==> config.mk <==
export PLATFORM = sky130hd
export DESIGN_NAME = eeprom_sequencer
export DESIGN_NICKNAME = d
export VERILOG_FILES = /design/src/eeprom_pkg.sv /design/src/eeprom_sequencer.sv
export VERILOG_INCLUDE_DIRS = /design/src
export SDC_FILE = /design/constraint.sdc
export NUM_CORES = 1
export LEC_CHECK = 0
export BUFFER_PORTS_ARGS = -buffer_cell sky130_fd_sc_hd__buf_2
export CAP_MARGIN = 40
export CORE_MARGIN = 5
export CORE_UTILIZATION = 51
export CTS_CLUSTER_DIAMETER = 80
export CTS_CLUSTER_SIZE = 16
export DETAILED_ROUTE_END_ITERATION = 8
export PLACE_DENSITY = 0.79
export RECOVER_POWER = 25
export SYNTH_ARGS = -nofsm -noshare
export SYNTH_HDL_FRONTEND = slang
export SYNTH_SLANG_ARGS = --single-unit
==> constraint.sdc <==
create_clock -name CLK -period 2.8 [get_ports CLK]
set_clock_uncertainty 0.05 [all_clocks]
set_input_delay 0.28 -clock CLK [delete_from_list [all_inputs] [get_ports CLK]]
set_output_delay 0.28 -clock CLK [all_outputs]
set_load 0.02 [all_outputs]
==> src/eeprom_defs.svh <==
`ifndef EEPROM_DEFS_SVH
`define EEPROM_DEFS_SVH

// 2 Kbyte part, 11 bit byte address
`define EE_ADDR_W   11

// bytes on the bus and in the array
`define EE_DATA_W   8

// device type code, upper nibble of every control byte
`define EE_DEV_CODE 4'b1010

// address bits above the word address byte form the page number
// and ride in the control byte between the type code and the r/w bit
// so EE_ADDR_W - EE_DATA_W must stay 3 for an 8 bit control byte

`endif

==> src/eeprom_pkg.sv <==
package eeprom_pkg;

    `include "eeprom_defs.svh"

    typedef logic [`EE_ADDR_W-1:0] ee_addr_t;
    typedef logic [`EE_DATA_W-1:0] ee_byte_t;

    typedef struct packed {
        logic     wr;       // wins over rd when both are set
        logic     rd;
        ee_addr_t addr;
        ee_byte_t wdata;
    } ee_req_t;

    typedef struct packed {
        logic     done;     // one cycle per transaction
        logic     nack;
        ee_byte_t rdata;
    } ee_status_t;

    typedef enum logic [3:0] {
        SEQ_IDLE, SEQ_START, SEQ_CTRL_WR, SEQ_ADDR_WR, SEQ_DATA_WR,
        SEQ_RSTART, SEQ_CTRL_RD, SEQ_DATA_RD, SEQ_STOP, SEQ_DONE
    } seq_state_t;

    typedef enum logic [2:0] {
        OP_NONE,
        OP_START,
        OP_STOP,
        OP_SEND,
        OP_RECV
    } bit_op_t;

endpackage

==> src/eeprom_sequencer.sv <==
`timescale 1ns/1ps
`include "eeprom_defs.svh"

module eeprom_sequencer import eeprom_pkg::*;
(
    input  logic       CLK,
    input  logic       RESET,
    input  ee_req_t    req,
    input  logic       op_done,
    input  ee_byte_t   rx_byte,
    input  logic       ack_seen,
    output bit_op_t    op,
    output ee_byte_t   tx_byte,
    output ee_status_t status,
    output logic       busy
);

    seq_state_t state;
    seq_state_t nxt;
    logic       accept;
    logic       in_send;    // a byte the slave must acknowledge
    logic       is_read;
    ee_addr_t   addr_q;
    ee_byte_t   wdata_q;
    ee_byte_t   rd_q;
    ee_byte_t   rdata_q;
    logic       nack_acc;
    logic       nack_q;
    logic       done_q;
    logic [`EE_ADDR_W-`EE_DATA_W-1:0] page;

    function automatic bit_op_t entry_op(seq_state_t s);
        case (s)
            SEQ_START, SEQ_RSTART:                              return OP_START;
            SEQ_CTRL_WR, SEQ_ADDR_WR, SEQ_DATA_WR, SEQ_CTRL_RD: return OP_SEND;
            SEQ_DATA_RD:                                        return OP_RECV;
            SEQ_STOP:                                           return OP_STOP;
            default:                                            return OP_NONE;
        endcase
    endfunction

    assign busy    = (state != SEQ_IDLE) && (state != SEQ_DONE);
    assign accept  = !busy && (req.wr || req.rd);
    assign in_send = (state == SEQ_CTRL_WR) || (state == SEQ_ADDR_WR)
                     || (state == SEQ_DATA_WR) || (state == SEQ_CTRL_RD);
    assign page    = addr_q[`EE_ADDR_W-1:`EE_DATA_W];
    assign status  = '{done: done_q, nack: nack_q, rdata: rdata_q};

    // valid in the first cycle of each send phase, when op pulses
    always_comb
    begin
        case (state)
            SEQ_CTRL_WR: tx_byte = {`EE_DEV_CODE, page, 1'b0};
            SEQ_ADDR_WR: tx_byte = addr_q[`EE_DATA_W-1:0];
            SEQ_DATA_WR: tx_byte = wdata_q;
            SEQ_CTRL_RD: tx_byte = {`EE_DEV_CODE, page, 1'b1};
            default:     tx_byte = '0;
        endcase
    end

    always_comb
    begin
        nxt = state;
        case (state)
            SEQ_IDLE:    if (accept) nxt = SEQ_START;
            SEQ_DONE:    nxt = accept ? SEQ_START : SEQ_IDLE;
            SEQ_START:   if (op_done) nxt = SEQ_CTRL_WR;
            SEQ_CTRL_WR: if (op_done) nxt = ack_seen ? SEQ_ADDR_WR : SEQ_STOP;
            SEQ_ADDR_WR:
                if (op_done)
                    nxt = !ack_seen ? SEQ_STOP : (is_read ? SEQ_RSTART : SEQ_DATA_WR);
            SEQ_DATA_WR: if (op_done) nxt = SEQ_STOP;
            SEQ_RSTART:  if (op_done) nxt = SEQ_CTRL_RD;
            SEQ_CTRL_RD: if (op_done) nxt = ack_seen ? SEQ_DATA_RD : SEQ_STOP;
            SEQ_DATA_RD: if (op_done) nxt = SEQ_STOP;
            SEQ_STOP:    if (op_done) nxt = SEQ_DONE;
            default:     nxt = SEQ_IDLE;
        endcase
    end

    always_ff @(posedge CLK)
    begin
        if (RESET)
        begin
            state    <= SEQ_IDLE;
            op       <= OP_NONE;
            nack_acc <= 1'b0;
            nack_q   <= 1'b0;
            done_q   <= 1'b0;
        end
        else
        begin
            state  <= nxt;
            op     <= (nxt != state) ? entry_op(nxt) : OP_NONE;  // pulse on phase entry
            done_q <= (state == SEQ_STOP) && op_done;
            if (accept)
                nack_acc <= 1'b0;
            else if (in_send && op_done && !ack_seen)
                nack_acc <= 1'b1;
            if (state == SEQ_STOP && op_done)
                nack_q <= nack_acc;
        end
    end

    always_ff @(posedge CLK)
    begin
        if (accept)
        begin
            is_read <= !req.wr;  // both strobes set means write
            addr_q  <= req.addr;
            wdata_q <= req.wdata;
            rd_q    <= '0;
        end
        else if (state == SEQ_DATA_RD && op_done)
            rd_q <= rx_byte;
        if (state == SEQ_STOP && op_done)
            rdata_q <= rd_q;
    end

    a_busy_done: assert property (@(posedge CLK) disable iff (RESET)
        $fell(busy) |-> status.done);

endmodule

==> results.tsv <==
metric	value	unit
filler cell count	298	
chip width	71.37	um
CTS max path bufs	2	
H-tree Lvls	2	
global-route wire length before repair	6147	um
routed wire length	3669	um
final worst-path cycle share	0.8292	
clk sinks	46	
#FFs+latches synth	46	
Syn Nets	189	
Setup Fix Bufs, Post-CTS	0	
FF-to-FF Start	state[0]	
Synth warnings	0	
R2R Setup Slk	0.69	ns
vias in the first global route	1277	
number of buffers created by CTS	5	
largest net degree at the start of global routing	27	
mapped cell area	1921	um^2
Routed Antenna Nets	0	
DRC Markers	0	
Final Max Slew Viols	0	
Hold Violations, Final	0	
Cell Chain, Critical Path	nor4bb_1 -> buf_4 -> a22o_1 -> buf_2	
origin of the worst min-delay path	req[12]	
total gr overflow	0	
drt first pass iters	4	
hold endpoint	addr_q[4]	
area grow syn2layout	18.89	%
initial antenna violation count	0	
FFs w/ async S/R, synth	0	
Hold Path Class	input pin to register	
clock period minus worst slack	2.322	ns
Setup TNS Final	0	ns
share of layout cells above drive strength 1	0.3397	
I/O Pins	55	
critical path launch point type	register	
Cell variety after synth	41	
Cells after Synth	156	
RR Endpoint	op[1]	
Slew @ Worst Pin	0.7145	ns
status	complete, no violations	
design area	2283	um^2
Crit. End Element	output pin	
hpwl dp	2676	um
area of the multi-input gates	633.1	um^2
Worst Hold Depth	1	
Std-Cell Rows	22	
die height	71.37	um
critical path class	register to output pin	
Max-cap violations	0	
core area	3661	um^2
leakage	0.0009621	uW
Mapped Avg Cell Area	12.31	um^2
main flop type after synthesis	edfxtp_1	
FF-to-FF path depth	6	
Layout Utilization	0.6237	
Die ar.	5093	um^2
CP required	2.47	ns
sequential share of the synthesized area	0.6254	
EDFF count, synth	28	
Resize count post-CTS	0	
clock slew at reported path FFs	0.08	ns
port buffer count	54	
maximum VDD drop	409.1	uV
CTS tree	built	
hold buffers post-CTS	0	
Critical Path Fanout Max	18	
Crit path largest cell delay	0.71	ns
via count	1341	
RSZ-0062 raised after global routing	no	
Antenna diodes	0	
Initial Util	0.5246	
Tot GR Track Use	0.1571	
GP Congestion	0.8577	
Peak Freq	430.7	MHz
Total Nets Final	241	
Slew headroom	0.5224	
Clock Tree Root	clkbuf_8	
crit path max-delay cell type	dfxtp_1	
Placed Area	2198	um^2
Worst-Skew Late Latency	0.30	ns
wire length per cell	14.28	um
P per Cell Area	611.6	nW/um^2
storage element area	1201	um^2
Via-to-Cell Ratio	5.218	
Final Setup Violations	0	
CP arrival	1.99	ns
initial DRC count	168	
-- cell type report --
cell class / count / area share
repair buffers: 56 / 0.1244
well taps: 48 / 0.02630
multi-input cells: 94 / 0.2773
flip-flops and latches: 46 / 0.5260
clock inverters: 2 / 0.006027
inverters: 5 / 0.008219
clock buffers: 6 / 0.03178
-- kinds of logic (layout without fill, tap and decap cells) --
logic type             count (synthesis)  after routing  share of synthesized area
AND/OR/NAND/NOR                       55             55                     0.1694
flip-flops                            46             46                     0.6254
AO/OA/AOI/OAI                         30             30                     0.1140
buffers and inverters                 16             69                    0.04494
multiplexers                           8              8                    0.04170
XOR/XNOR                               1              1                   0.004561
-- metal layers --
| layer | share of wire | global-route usage | up-vias |
|---|---|---|---|
| met1 | 0.43 | 0.2027 | 617 |
| met4 | 0.019 | 0.06889 | 0 |
| met3 | 0.057 | 0.04067 | 7 |
| li1 | - | - | 678 |
| met2 | 0.49 | 0.2490 | 39 |
| met5 | 0 | 0 | - |
-- worst max-delay path, delay by kind of cell, from the launching register on --
kind / cells / cell delay [ns]
compound gates: 1 / 0.15
buf+inv: 2 / 0.39
flops: 1 / 0.71
simple gates: 1 / 0.44
-- where the power goes --
group / internal [uW] / switching [uW]
sequential: 776 / 29.5
combinational: 76.9 / 118
clock: 176 / 220
-- how the worst max path moves through the flow --
stage	depth (start not counted)	start	to	slack (ns)
6_report	4	state[0]	tx_byte[4]	0.48
5_1_grt	5	state[1]	tx_byte[1]	0.29
4_1_cts	4	state[0]	tx_byte[4]	0.48
3_5_place_dp	6	state[0]	op[1]	0.71
3_3_place_gp	6	state[0]	op[1]	0.80
2_1_floorplan	5	state[2]	addr_q[0]	0.69
-- flip-flops by register name, indices dropped and copies added, names as in the netlist, 3 cells and up --
register	cells
op	3
state	4
wdata_q	8
rd_q	8
addr_q	11
rdata_q	8
-- through the flow --
step,setup slack (ns),std cells,hold WS [ns],total power (uW)
4_1_cts,0.4823,257,0.09063,1409
3_3_place_gp,0.7967,249,0.3651,1015
6_report,0.4782,257,0.09739,1396
3_5_place_dp,0.7091,249,0.3668,1019
2_1_floorplan,0.6916,156,0.3289,954.8
5_1_grt,0.2938,257,0.08737,1461
-- layout by cell type (no fill, tap or decap), types with 3 or more instances in the layout --
cell type,instances
a21oi_1,9
a22o_1,3
a22oi_1,3
buf_2,53
clkbuf_8,5
dfxtp_1,18
edfxtp_1,28
inv_1,3
mux2i_1,8
nand2_1,14
nand2b_1,4
nor2_1,18
nor3_1,3
nor4b_2,3
o211ai_1,3
-- Yosys cell counts (2+ instances only) --
master | n | area, um^2
a22o_1 | 3 | 26.28
buf_4 | 4 | 30.03
clkbuf_1 | 3 | 11.26
nand2_1 | 14 | 52.55
o211ai_1 | 3 | 22.52
nand2b_1 | 4 | 25.02
o31ai_2 | 2 | 25.02
nor2b_1 | 2 | 12.51
a221o_1 | 2 | 20.02
o21ai_0 | 2 | 10.01
inv_1 | 3 | 11.26
a22oi_1 | 3 | 22.52
mux2i_1 | 8 | 80.08
buf_2 | 3 | 15.01
nor4b_2 | 3 | 45.04
a21oi_1 | 9 | 45.04
dfxtp_1 | 18 | 360.4
nor3_1 | 3 | 15.01
nor2_1 | 18 | 67.56
edfxtp_1 | 28 | 840.8
Power figures use the tool's default switching activity.
