==> config.mk <==
export PLATFORM = sky130hd
export DESIGN_NAME = eeprom_bit_engine
export DESIGN_NICKNAME = d
export VERILOG_FILES = /design/src/eeprom_pkg.sv /design/src/eeprom_bit_engine.sv
export VERILOG_INCLUDE_DIRS = /design/src
export SDC_FILE = /design/constraint.sdc
export NUM_CORES = 1
export LEC_CHECK = 0
export ABC_AREA = 0
export BUFFER_PORTS_ARGS = -buffer_cell sky130_fd_sc_hd__buf_2
export CELL_PAD_IN_SITES_DETAIL_PLACEMENT = 1
export CELL_PAD_IN_SITES_GLOBAL_PLACEMENT = 1
export CORE_MARGIN = 2
export CORE_UTILIZATION = 30
export CTS_CLUSTER_SIZE = 10
export DETAILED_ROUTE_END_ITERATION = 8
export PLACE_DENSITY_LB_ADDON = 0.1
export SLEW_MARGIN = 0
export SYNTH_ARGS = -nofsm -noshare
export SYNTH_HDL_FRONTEND = slang
export SYNTH_SLANG_ARGS = --single-unit
export TNS_END_PERCENT = 100
==> constraint.sdc <==
create_clock -name CLK -period 2.5 [get_ports CLK]
set_input_delay 0.5 -clock CLK [delete_from_list [all_inputs] [get_ports CLK]]
set_output_delay 0.5 -clock CLK [all_outputs]
set_load 0.005 [all_outputs]
==> src/eeprom_defs.svh <==
`ifndef EEPROM_DEFS_SVH
`define EEPROM_DEFS_SVH

// 2 Kbyte part, 11 bit byte address
`define EE_ADDR_W   11

// bytes on the bus and in the array
`define EE_DATA_W   8

// device type code, upper nibble of every control byte
`define EE_DEV_CODE 4'b1010

// address bits above the word address byte form the page number
// and ride in the control byte between the type code and the r/w bit
// so EE_ADDR_W - EE_DATA_W must stay 3 for an 8 bit control byte

`endif

==> src/eeprom_pkg.sv <==
package eeprom_pkg;

    `include "eeprom_defs.svh"

    typedef logic [`EE_ADDR_W-1:0] ee_addr_t;
    typedef logic [`EE_DATA_W-1:0] ee_byte_t;

    typedef struct packed {
        logic     wr;       // wins over rd when both are set
        logic     rd;
        ee_addr_t addr;
        ee_byte_t wdata;
    } ee_req_t;

    typedef struct packed {
        logic     done;     // one cycle per transaction
        logic     nack;
        ee_byte_t rdata;
    } ee_status_t;

    typedef enum logic [3:0] {
        SEQ_IDLE, SEQ_START, SEQ_CTRL_WR, SEQ_ADDR_WR, SEQ_DATA_WR,
        SEQ_RSTART, SEQ_CTRL_RD, SEQ_DATA_RD, SEQ_STOP, SEQ_DONE
    } seq_state_t;

    typedef enum logic [2:0] {
        OP_NONE,
        OP_START,
        OP_STOP,
        OP_SEND,
        OP_RECV
    } bit_op_t;

endpackage

==> src/eeprom_bit_engine.sv <==
`timescale 1ns/1ps
`include "eeprom_defs.svh"

module eeprom_bit_engine import eeprom_pkg::*;
(
    input  logic     CLK,
    input  logic     RESET,
    input  bit_op_t  op,
    input  ee_byte_t tx_byte,
    input  logic     sda_in,
    output logic     op_done,
    output ee_byte_t rx_byte,
    output logic     ack_seen,
    output logic     scl,
    output logic     sda_low
);

    localparam logic [4:0] START_LAST = 5'd3;
    localparam logic [4:0] STOP_LAST  = 5'd2;
    localparam logic [4:0] DATA_STEPS = 5'(2 * `EE_DATA_W);  // two halves per bit
    localparam logic [4:0] ACK_STEP   = 5'(2 * `EE_DATA_W + 1);
    localparam logic [4:0] BYTE_LAST  = 5'(2 * `EE_DATA_W + 2);

    logic       active;
    bit_op_t    cur_op;
    logic [4:0] cnt;        // half scl periods into the command
    logic [4:0] last_step;
    logic       is_byte;
    logic       sda_drive;  // wanted SDA pull, goes out half a CLK later
    ee_byte_t   shreg;

    assign is_byte = (cur_op == OP_SEND) || (cur_op == OP_RECV);
    assign rx_byte = shreg;

    always_comb
    begin
        case (cur_op)
            OP_START: last_step = START_LAST;
            OP_STOP:  last_step = STOP_LAST;
            default:  last_step = BYTE_LAST;
        endcase
    end

    always_ff @(posedge CLK)
    begin
        if (RESET)
        begin
            active    <= 1'b0;
            cur_op    <= OP_NONE;
            cnt       <= '0;
            scl       <= 1'b1;
            sda_drive <= 1'b0;
            op_done   <= 1'b0;
            ack_seen  <= 1'b0;
        end
        else
        begin
            op_done <= 1'b0;
            if (!active)
            begin
                if (op != OP_NONE)
                begin
                    active <= 1'b1;
                    cur_op <= op;
                    cnt    <= '0;
                end
            end
            else
            begin
                cnt <= cnt + 5'd1;
                case (cur_op)
                    OP_START:
                        case (cnt)
                            5'd0:    sda_drive <= 1'b0;  // release first, repeated start
                            5'd1:    scl <= 1'b1;
                            5'd2:    sda_drive <= 1'b1;  // falls while scl high
                            default: scl <= 1'b0;
                        endcase
                    OP_STOP:
                        case (cnt)
                            5'd0:
                            begin
                                scl       <= 1'b0;
                                sda_drive <= 1'b1;
                            end
                            5'd1:    scl <= 1'b1;
                            default: sda_drive <= 1'b0;  // rises while scl high
                        endcase
                    default:
                    begin
                        scl <= cnt[0];  // even steps low, odd high
                        if (!cnt[0])
                            sda_drive <= (cur_op == OP_SEND) && (cnt < DATA_STEPS)
                                         && !shreg[`EE_DATA_W-1];
                        if (cnt == ACK_STEP)
                            ack_seen <= !sda_in;
                    end
                endcase
                if (cnt == last_step)
                begin
                    active  <= 1'b0;
                    op_done <= 1'b1;
                end
            end
        end
    end

    // msb out first, sampled bits come in at the bottom
    always_ff @(posedge CLK)
    begin
        if (!active && op != OP_NONE)
            shreg <= tx_byte;
        else if (active && is_byte && cnt[0] && cnt < DATA_STEPS)
            shreg <= {shreg[`EE_DATA_W-2:0], sda_in};
    end

    // SDA moves in the middle of an scl half, never on an scl edge
    always_ff @(negedge CLK)
    begin
        if (RESET)
            sda_low <= 1'b0;
        else
            sda_low <= sda_drive;
    end

    a_done_pulse: assert property (@(posedge CLK) disable iff (RESET)
        op_done |=> !op_done);

    a_sda_setup: assert property (@(posedge CLK) disable iff (RESET)
        (active && cur_op == OP_SEND && $changed(sda_low)) |-> !scl);

    a_no_overlap: assert property (@(posedge CLK) disable iff (RESET)
        active |-> op == OP_NONE);

endmodule

==> results of run 1 <==
==> power breakdown <==
part | total [mW] | leakage (nW) | internal, mW | switching (mW)
sequential | 0.424 | 0.193 | 0.397 | 0.0266
clock | 0.241 | 0.0285 | 0.112 | 0.129
combinational | 0.120 | 0.350 | 0.0557 | 0.0643
total | 0.785 | 0.572 | 0.565 | 0.220
==> worst reg2reg max path, stage by stage, from the launching register on <==
cell and delay (ps):
dfxtp_1 570, ha_1 270, or3b_4 400, o41ai_2 210, a221o_1 200, mux2_1 310
==> layout by cell type, fill, tap and decap left out, types with 2 or more instances in the layout <==
cell type / n
mux2i_1: 2
edfxtp_1: 8
inv_1: 6
ha_1: 4
nand2b_1: 2
a21oi_1: 7
clkbuf_8: 3
buf_2: 25
o21ai_0: 6
a22oi_1: 4
nor2b_1: 4
dfxtp_1: 14
nand2_1: 27
nor3_1: 4
nor2_1: 10
nand4_1: 4
==> metal layers <==
metal	part of all wire	wire length, um	global-route usage
met2	0.49	1500	0.234
met3	0.029	90	0.0197
met1	0.47	1460	0.199
met4	0.014	44	0.0525
met5	0	0	0
==> flip-flops by register name (all words and copies together), names as in the netlist <==
signal	flops
cnt	5
op_done	1
sda_low	1
scl	1
rx_byte	8
ack_seen	1
active	1
sda_drive	1
cur_op	3
==> cells by family (layout without fill, tap and decap cells) <==
| kind of cell | Yosys count | in the layout | share of synthesized area |
|---|---|---|---|
| xor+xnor | 1 | 1 | 0.00713 |
| compound gates | 32 | 32 | 0.185 |
| flops | 22 | 22 | 0.424 |
| mux | 4 | 4 | 0.0346 |
| simple gates | 63 | 63 | 0.254 |
| buf+inv | 15 | 35 | 0.0550 |
| fa+ha+maj | 4 | 4 | 0.0407 |
==> through the flow <==
step                      hold slack (ps)   util  setup slack, ps  setup TNS (ps)
after floorplan                       470      -              452               0
after global placement                468  0.345              273               0
after detailed placement              470  0.345              234               0
after CTS                             485  0.357             18.2               0
after global routing                  493  0.357            -25.6           -25.6
final                                 479  0.357             27.4               0
==> area by class of cell <==
class | count | area [um^2]
Inverter | 5 | 18.8
Timing Repair Buffer | 25 | 125
Clock buffer | 3 | 41.3
Tap cell | 50 | 62.6
Fill cell | 484 | 2550
Clock inverter | 2 | 7.51
Multi-Input combinational cell | 104 | 641
Sequential cell | 22 | 520
==> worst paths after layout <==
check	from	to	slack [ps]
worst max-delay path	sda_low	sda_low	30
worst min-delay path	ack_seen	ack_seen	480
worst max register to register	cnt[0]	sda_drive	440
worst min register to register	ack_seen	ack_seen	480
==> impl_metrics.csv, run 1 <==
group,metric,value,unit
run_status,outcome,"finished clean",
global_routing,grt_max_degree,16,
layout,flow.area_growth_from_synthesis,15.3,%
die,floorplan.die_area,4620,um^2
drt,postRouteWirelength,3090,um
drt,dr.first_iter.drc_count,98,
drt,detail_route.first_pass.iterations,4,
clock_network,postCtsSetupRepairBufs,0,
clock_network,tritoncts,"done",
pwr,total_leakage_power,0.572,nW
die,floorplan.initialDensity,0.309,
layout,final-instance-count-excl-fill,211,
sta,worstMarginPinSlew,681,ps
synth,synth_async_sr_flop_share,0,
sta,setup_repair_after_global_routing_missed_its_margin,"true",
die,die_width,68.0,um
synth,syn_area_per_cell,8.71,um^2
layout,post_route_cells_drive_above_1_share,0.224,
hold_path,timing.hold.worst_path_depth,2,
synth,synth_cells,141,
sta,relative_slew_slack,0.544,
pwr,peakVddDrop,0.178,mV
layout,final_design_area_no_fill,1420,um^2
sta,report.final.hold_viol_count,0,
synth,syn_area,1230,um^2
sta,report.final.slew_viol_count,0,
setup_path,setup.worst_path.class,"flop to output pin",
clock_network,clockBufferDepth,2,
global_routing,first_pass_grt_wire_length,5070,um
place,place.port_buffers,25,
place,place_congestion,0.784,
drt,antenna_violating_nets_post_route,0,
setup_path,crit_required,2000,ps
place,post_dp_cell_area,1370,um^2
clock_network,postCtsHoldBufs,0,
synth,synth_top_area_cell,"dfxtp_1",
setup_path,cp_cell_sequence,"buf_2",
place,dp_hpwl,2290,um
synth,postSynthNetCount,159,
synth,synth.top_cells.by_count,"nand2_1, dfxtp_1, nor2_1, edfxtp_1, a21oi_1",
drt,wl_per_cell,14.7,um
synth,yosysWarnings,0,
synth,yosys.cell_count.top_type,"nand2_1",
synth,synthDistinctLibCells,47,
sta,fin_skew,62.1,ps
synth,post_synth_main_area_contributors,"dfxtp_1, edfxtp_1, nand2_1, ha_1, nor2_1",
run,maxCapViolations,0,
drt,remaining_drc_errors,0,
setup_path,cp_top_family,"flip-flops",
drt,number_of_vias_per_cell,5.18,
clock_network,insertion_delay,330,ps
setup_path,worst-path-stages,1,
setup_path,endpoint_kind,"output pin",
synth,postSynthRegisterBits,22,
setup_path,cpPeakStageDelay,280,ps
drt,route.vias.total,1093,
synth,synth-seq-area-share,0.424,
layout,antennaDiodeCount,0,
clock_network,post_cts_resized,0,
setup_path,worstPathMaxFanout,1,
synth,most_instantiated_flip_flop_cell_in_the_synthesis_netlist,"dfxtp_1",
die,boundaryPins,26,
synth,edff_count_synth,8,
pwr,report.power.total,785,uW
setup_path,critical_path_arrival,1970,ps
clock_network,cts_num_sinks,22,
global_routing,vias_in_the_first_global_route,1041,
die,die_height,68.0,um
setup_path,reg2regPathDepth,5,
clock_network,numCtsBuffers,3,
global_routing,grt_use_total,0.146,
synth,synth_largest_type_area_fraction,0.228,
layout,finish.net_count,180,
global_routing,grt.overflow.total,0,
setup_path,worstPathBufferInverterCount,1,
clock_network,root_buffer,"clkbuf_8",
place,cell_count_after_placement,207,
clock_network,clk_pin_slew,90,ps
clock_network,cts_max_level,1,
hold_path,min-delay-path-class,"flop to flop",
pwr,power-per-cell-area,554,nW/um^2
sta,timing.final.setup_violations,0,
setup_path,crit_path_top_delay_cell,"dfxtp_1",
setup_path,element_type_at_the_critical_path_start,"flop",
die,num_rows,23,
global_routing,antenna_found_initial,0,
die,floorplan.core_area,3970,um^2
Power figures use the tool's default switching activity.
==> run 2: changes to the inputs <==
CORE_ASPECT_RATIO = 1.1   (was default)
GPL_TIMING_DRIVEN = 1   (was default)
==> run 2 against run 1 <==
- worst hold slack improved by 4.2 ps
- largest power group unchanged
- non-clock buffer count up 4
- combinational power up 9%
- sequential share of layout area is 0.83 points lower
- worst setup slack improved by 6.8 ps
- flip-flop and latch count is the same
- power is 0.11% higher
- clock skew is essentially flat
- clock-buffer cell count unchanged
- via count is 3.4% higher
==> impl_metrics.csv, run 2 (same netlist as run 1, synthesis figures left out) <==
group,metric,value,unit
run_status,outcome,"finished clean",
die,floorplan.die_area,4620,um^2
place,dp_hpwl,2410,um
setup_path,cp_cell_sequence,"buf_2",
setup_path,timing.rr.start,"cnt[1]",
clock_network,cts_num_sinks,22,
setup_path,worstPathBufferInverterCount,1,
global_routing,vias_in_the_first_global_route,1150,
drt,antenna_violating_nets_post_route,0,
drt,postRouteWirelength,3190,um
layout,post_route_cells_drive_above_1_share,0.242,
die,floorplan.core_area,3960,um^2
sta,worstMarginPinSlew,658,ps
sta,timing.final.setup_violations,0,
layout,final_core_utilization,0.366,
clock_network,cts_max_level,1,
setup_path,critical_path_arrival,1970,ps
clock_network,postCtsSetupRepairBufs,0,
global_routing,first_pass_grt_wire_length,5520,um
setup_path,worst-path-stages,1,
run,maxCapViolations,0,
clock_network,insertion_delay,320,ps
die,num_rows,24,
die,die_width,65.0,um
pwr,total_leakage_power,0.592,nW
sta,setup_total_negative_slack,0,ps
clock_network,numCtsBuffers,3,
layout,finish.net_count,184,
die,die_height,71.1,um
setup_path,cp_top_family,"flip-flops",
drt,dr.first_iter.drc_count,48,
global_routing,antenna_found_initial,0,
setup_path,endpoint_kind,"output pin",
clock_network,tritoncts,"done",
hold_path,min-delay-path-class,"primary input to flop",
global_routing,grt_max_degree,15,
clock_network,root_buffer,"clkbuf_8",
pwr,report.power.total,786,uW
sta,fin_skew,61.6,ps
setup_path,crit_path_top_delay_cell,"dfxtp_1",
setup_path,cpPeakStageDelay,280,ps
layout,antennaDiodeCount,0,
sta,report.final.slew_viol_count,0,
sta,report.final.hold_viol_count,0,
setup_path,setup.worst_path.class,"flop to output pin",
drt,number_of_vias_per_cell,5.21,
die,boundaryPins,26,
setup_path,element_type_at_the_critical_path_start,"flop",
die,floorplan.initialDensity,0.310,
clock_network,clk_pin_slew,90,ps
clock_network,post_cts_resized,0,
drt,wl_per_cell,14.7,um
sta,relative_slew_slack,0.558,
setup_path,crit_required,2000,ps
setup_path,setup.worst_path.end,"sda_low",
place,place_congestion,0.808,
drt,detail_route.first_pass.iterations,4,
clock_network,clockBufferDepth,2,
sta,setup_repair_after_global_routing_missed_its_margin,"false",
layout,layout.cells.most_common,"nand2_1",
place,pre_cts_ws,364,ps
pwr,peakVddDrop,0.226,mV
layout,largest_reg_flops,8,
drt,remaining_drc_errors,0,
setup_path,worstSetupStartpoint,"sda_low",
pwr,power-per-cell-area,542,nW/um^2
hold_path,worstHoldStart,"tx_byte[4]",
setup_path,reg2reg_slack,560,ps
layout,flow.area_growth_from_synthesis,17.9,%
sta,final_critical_path_setup_slack,34.2,ps
global_routing,grt_use_total,0.152,
setup_path,rr_endpoint,"sda_drive",
layout,filler_cells_inserted,500,
setup_path,worstPathMaxFanout,1,
layout,layout.cells.most_common_list,"nand2_1, buf_2, dfxtp_1",
place,place.port_buffers,25,
drt,route.vias.total,1130,
setup_path,reg2regPathDepth,6,
global_routing,grt.overflow.total,0,
clock_network,postCtsHoldBufs,0,
run 2: cell types whose count changed in the layout (fill, tap and decap cells not counted), sizes merged:
cell | before | now
buf | 25 | 29
run 2: layer usage:
layer	part of all wire	routed length, um	vias up	track usage
met5	0	0	-	0
met4	0.021	68	0	0.0556
met3	0.033	104	8	0.0254
met2	0.49	1550	27	0.253
met1	0.46	1460	545	0.199
li1	-	-	550	-
run 2: worst min-delay path by stage:
stage	end	slack, ps	cells after the start
after floorplan	ack_seen	470	2
after global placement	ack_seen	460	2
after detailed placement	ack_seen	480	2
after CTS	rx_byte[3]	480	3
after global routing	rx_byte[3]	490	3
final	rx_byte[4]	480	3
run 2: cell type report:
type | instances | area, um^2 | share of cell area
tap | 52 | 65.1 | 0.0449
sequential | 22 | 520 | 0.359
timing repair buffer | 29 | 155 | 0.107
clock inverter | 2 | 7.51 | 0.00518
inverter | 5 | 18.8 | 0.0130
multi-input combinational | 104 | 641 | 0.442
clock buffer | 3 | 41.3 | 0.0285
run 2: stage by stage:
step,instances,hold slack [ps],cell area (um^2)
after floorplan,141,470,1230
after global placement,213,462,1400
after detailed placement,213,485,1400
after CTS,217,478,1450
after global routing,217,486,1450
final,217,484,1450
run 2: power by group:
group | internal, mW | total (mW) | switching [mW]
registers | 0.397 | 0.420 | 0.0224
clock network | 0.112 | 0.235 | 0.123
logic | 0.0608 | 0.131 | 0.0703
==> run 3: changes to the inputs <==
CORE_UTILIZATION = 39   (was 30)
SETUP_SLACK_MARGIN = 0.15   (was default)
==> run 3 against run 2 <==
- the flow now finishes with violations (negative setup slack)
- cell area fell by 3.9%
- clock power shrank 27%
- power is 8.7% lower
- largest cell class unchanged
- sequential power grew 1%
- flip-flop and latch count did not move
- final cell count fell by 9.2%
==> impl_metrics.csv, run 3 (same netlist as run 1, synthesis figures left out) <==
group,metric,value,unit
run_status,outcome,"finished with violations",
run_status,violations,"negative setup slack",
pwr,sequentialPowerShare,0.591,
pwr,p_comb_frac,0.171,
sta,worstMarginPinSlew,602,ps
sta,final_critical_path_setup_slack,-7.28,ps
clock_network,numCtsBuffers,3,
clock_network,cts_num_sinks,22,
clock_network,clockBufferDepth,2,
pwr,peakVddDrop,0.239,mV
global_routing,first_pass_grt_wire_length,5460,um
setup_path,cpPeakStageDelay,280,ps
clock_network,insertion_delay,360,ps
layout,flow.area_growth_from_synthesis,13.3,%
layout,final_core_utilization,0.461,
hold_path,min-delay-path-class,"primary input to flop",
place,place_congestion,0.751,
sta,fin_skew,58.1,ps
pwr,p_sw,202,uW
setup_path,setup.worst_path.class,"flop to output pin",
sta,relative_slew_slack,0.595,
place,cell_count_after_placement,193,
drt,detail_route.first_pass.iterations,4,
drt,postRouteWirelength,3050,um
setup_path,critical_path_arrival,2010,ps
clock_network,clk_pin_slew,120,ps
die,floorplan.core_area,3020,um^2
pwr,power-per-cell-area,515,nW/um^2
layout,final-instance-count-excl-fill,197,
setup_path,endpoint_kind,"output pin",
drt,wl_per_cell,15.5,um
die,floorplan.initialDensity,0.407,
global_routing,grt_max_degree,15,
pwr,p_sw_frac,0.281,
clock_network,postCtsSetupRepairBufs,0,
layout,antennaDiodeCount,0,
layout,post_route_cells_drive_above_1_share,0.233,
setup_path,cp_cell_sequence,"buf_2",
clock_network,tritoncts,"done",
pwr,internal-power,516,uW
drt,dr.first_iter.drc_count,17,
place,place.port_buffers,25,
pwr,power.share.clock,0.238,
global_routing,grt_use_total,0.187,
pwr,total_leakage_power,0.574,nW
die,floorplan.die_area,3620,um^2
drt,remaining_drc_errors,0,
drt,antenna_violating_nets_post_route,0,
layout,finish.net_count,182,
setup_path,element_type_at_the_critical_path_start,"flop",
run,maxCapViolations,0,
clock_network,postCtsHoldBufs,0,
clock_network,root_buffer,"clkbuf_4",
setup_path,cp_top_family,"flip-flops",
global_routing,grt.overflow.total,0,
layout,largest_reg_flops,8,
sta,setup_repair_after_global_routing_missed_its_margin,"true",
clock_network,cts_max_level,1,
setup_path,crit_path_top_delay_cell,"dfxtp_1",
sta,timing.final.setup_violations,1,
layout,layout.cells.most_common_list,"nand2_1, buf_2, dfxtp_1",
drt,route.vias.total,1136,
sta,report.final.hold_viol_count,0,
die,boundaryPins,26,
layout,layout.cells.most_common,"nand2_1",
global_routing,vias_in_the_first_global_route,1197,
setup_path,worstPathBufferInverterCount,1,
die,die_height,62.9,um
sta,report.final.slew_viol_count,0,
layout,filler_cells_inserted,379,
die,num_rows,21,
drt,number_of_vias_per_cell,5.77,
setup_path,worstPathMaxFanout,1,
clock_network,post_cts_resized,0,
die,die_width,57.5,um
place,dp_hpwl,2250,um
setup_path,crit_required,2000,ps
global_routing,antenna_found_initial,0,
-- run 3: metal layers --
layer	track usage	wire, um	up-vias
met1	0.232	1280	564
li1	-	-	545
met4	0.0756	46	0
met3	0.0331	120	5
met5	0	0	-
met2	0.315	1600	22
-- run 3: power by group through the flow --
stage | clock, mW | combinational (mW) | sequential (mW)
3_3_place_gp | 0.00501 | 0.121 | 0.431
3_5_place_dp | 0.00501 | 0.124 | 0.432
6_report | 0.171 | 0.123 | 0.424
2_1_floorplan | 0.00501 | 0.0863 | 0.419
5_1_grt | 0.196 | 0.141 | 0.430
4_1_cts | 0.186 | 0.125 | 0.424
-- run 3: final timing paths --
| kind | cells past startpoint | start | slack (ps) | end |
|---|---|---|---|---|
| setup reg to reg | 5 | cnt[0] | 430 | sda_drive |
| hold reg to reg | 2 | ack_seen | 490 | ack_seen |
| hold / removal | 3 | tx_byte[5] | 450 | rx_byte[5] |
| setup / recovery | 1 | sda_low | -7 | sda_low |
-- run 3: metrics by stage --
stage | setup TNS (ps) | setup slack [ps] | area (um^2) | total power, mW | hold slack (ps)
floorplan | 0 | 452 | 1230 | 0.510 | 470
global placement | 0 | 363 | 1370 | 0.556 | 465
detailed placement | 0 | 364 | 1370 | 0.561 | 481
CTS | -26.4 | -26.4 | 1390 | 0.735 | 431
global route | -63.3 | -63.3 | 1390 | 0.767 | 444
finish | -7.28 | -7.28 | 1390 | 0.718 | 445
-- run 3: final cells by class --
| type | instances | area (um^2) | area share |
|---|---|---|---|
| Clock buffer | 3 | 22.5 | 0.0162 |
| Tap cell | 34 | 42.5 | 0.0305 |
| Inverter | 5 | 18.8 | 0.0135 |
| Multi-Input combinational cell | 104 | 641 | 0.460 |
| Clock inverter | 2 | 7.51 | 0.00539 |
| Timing Repair Buffer | 27 | 140 | 0.101 |
| Sequential cell | 22 | 520 | 0.374 |
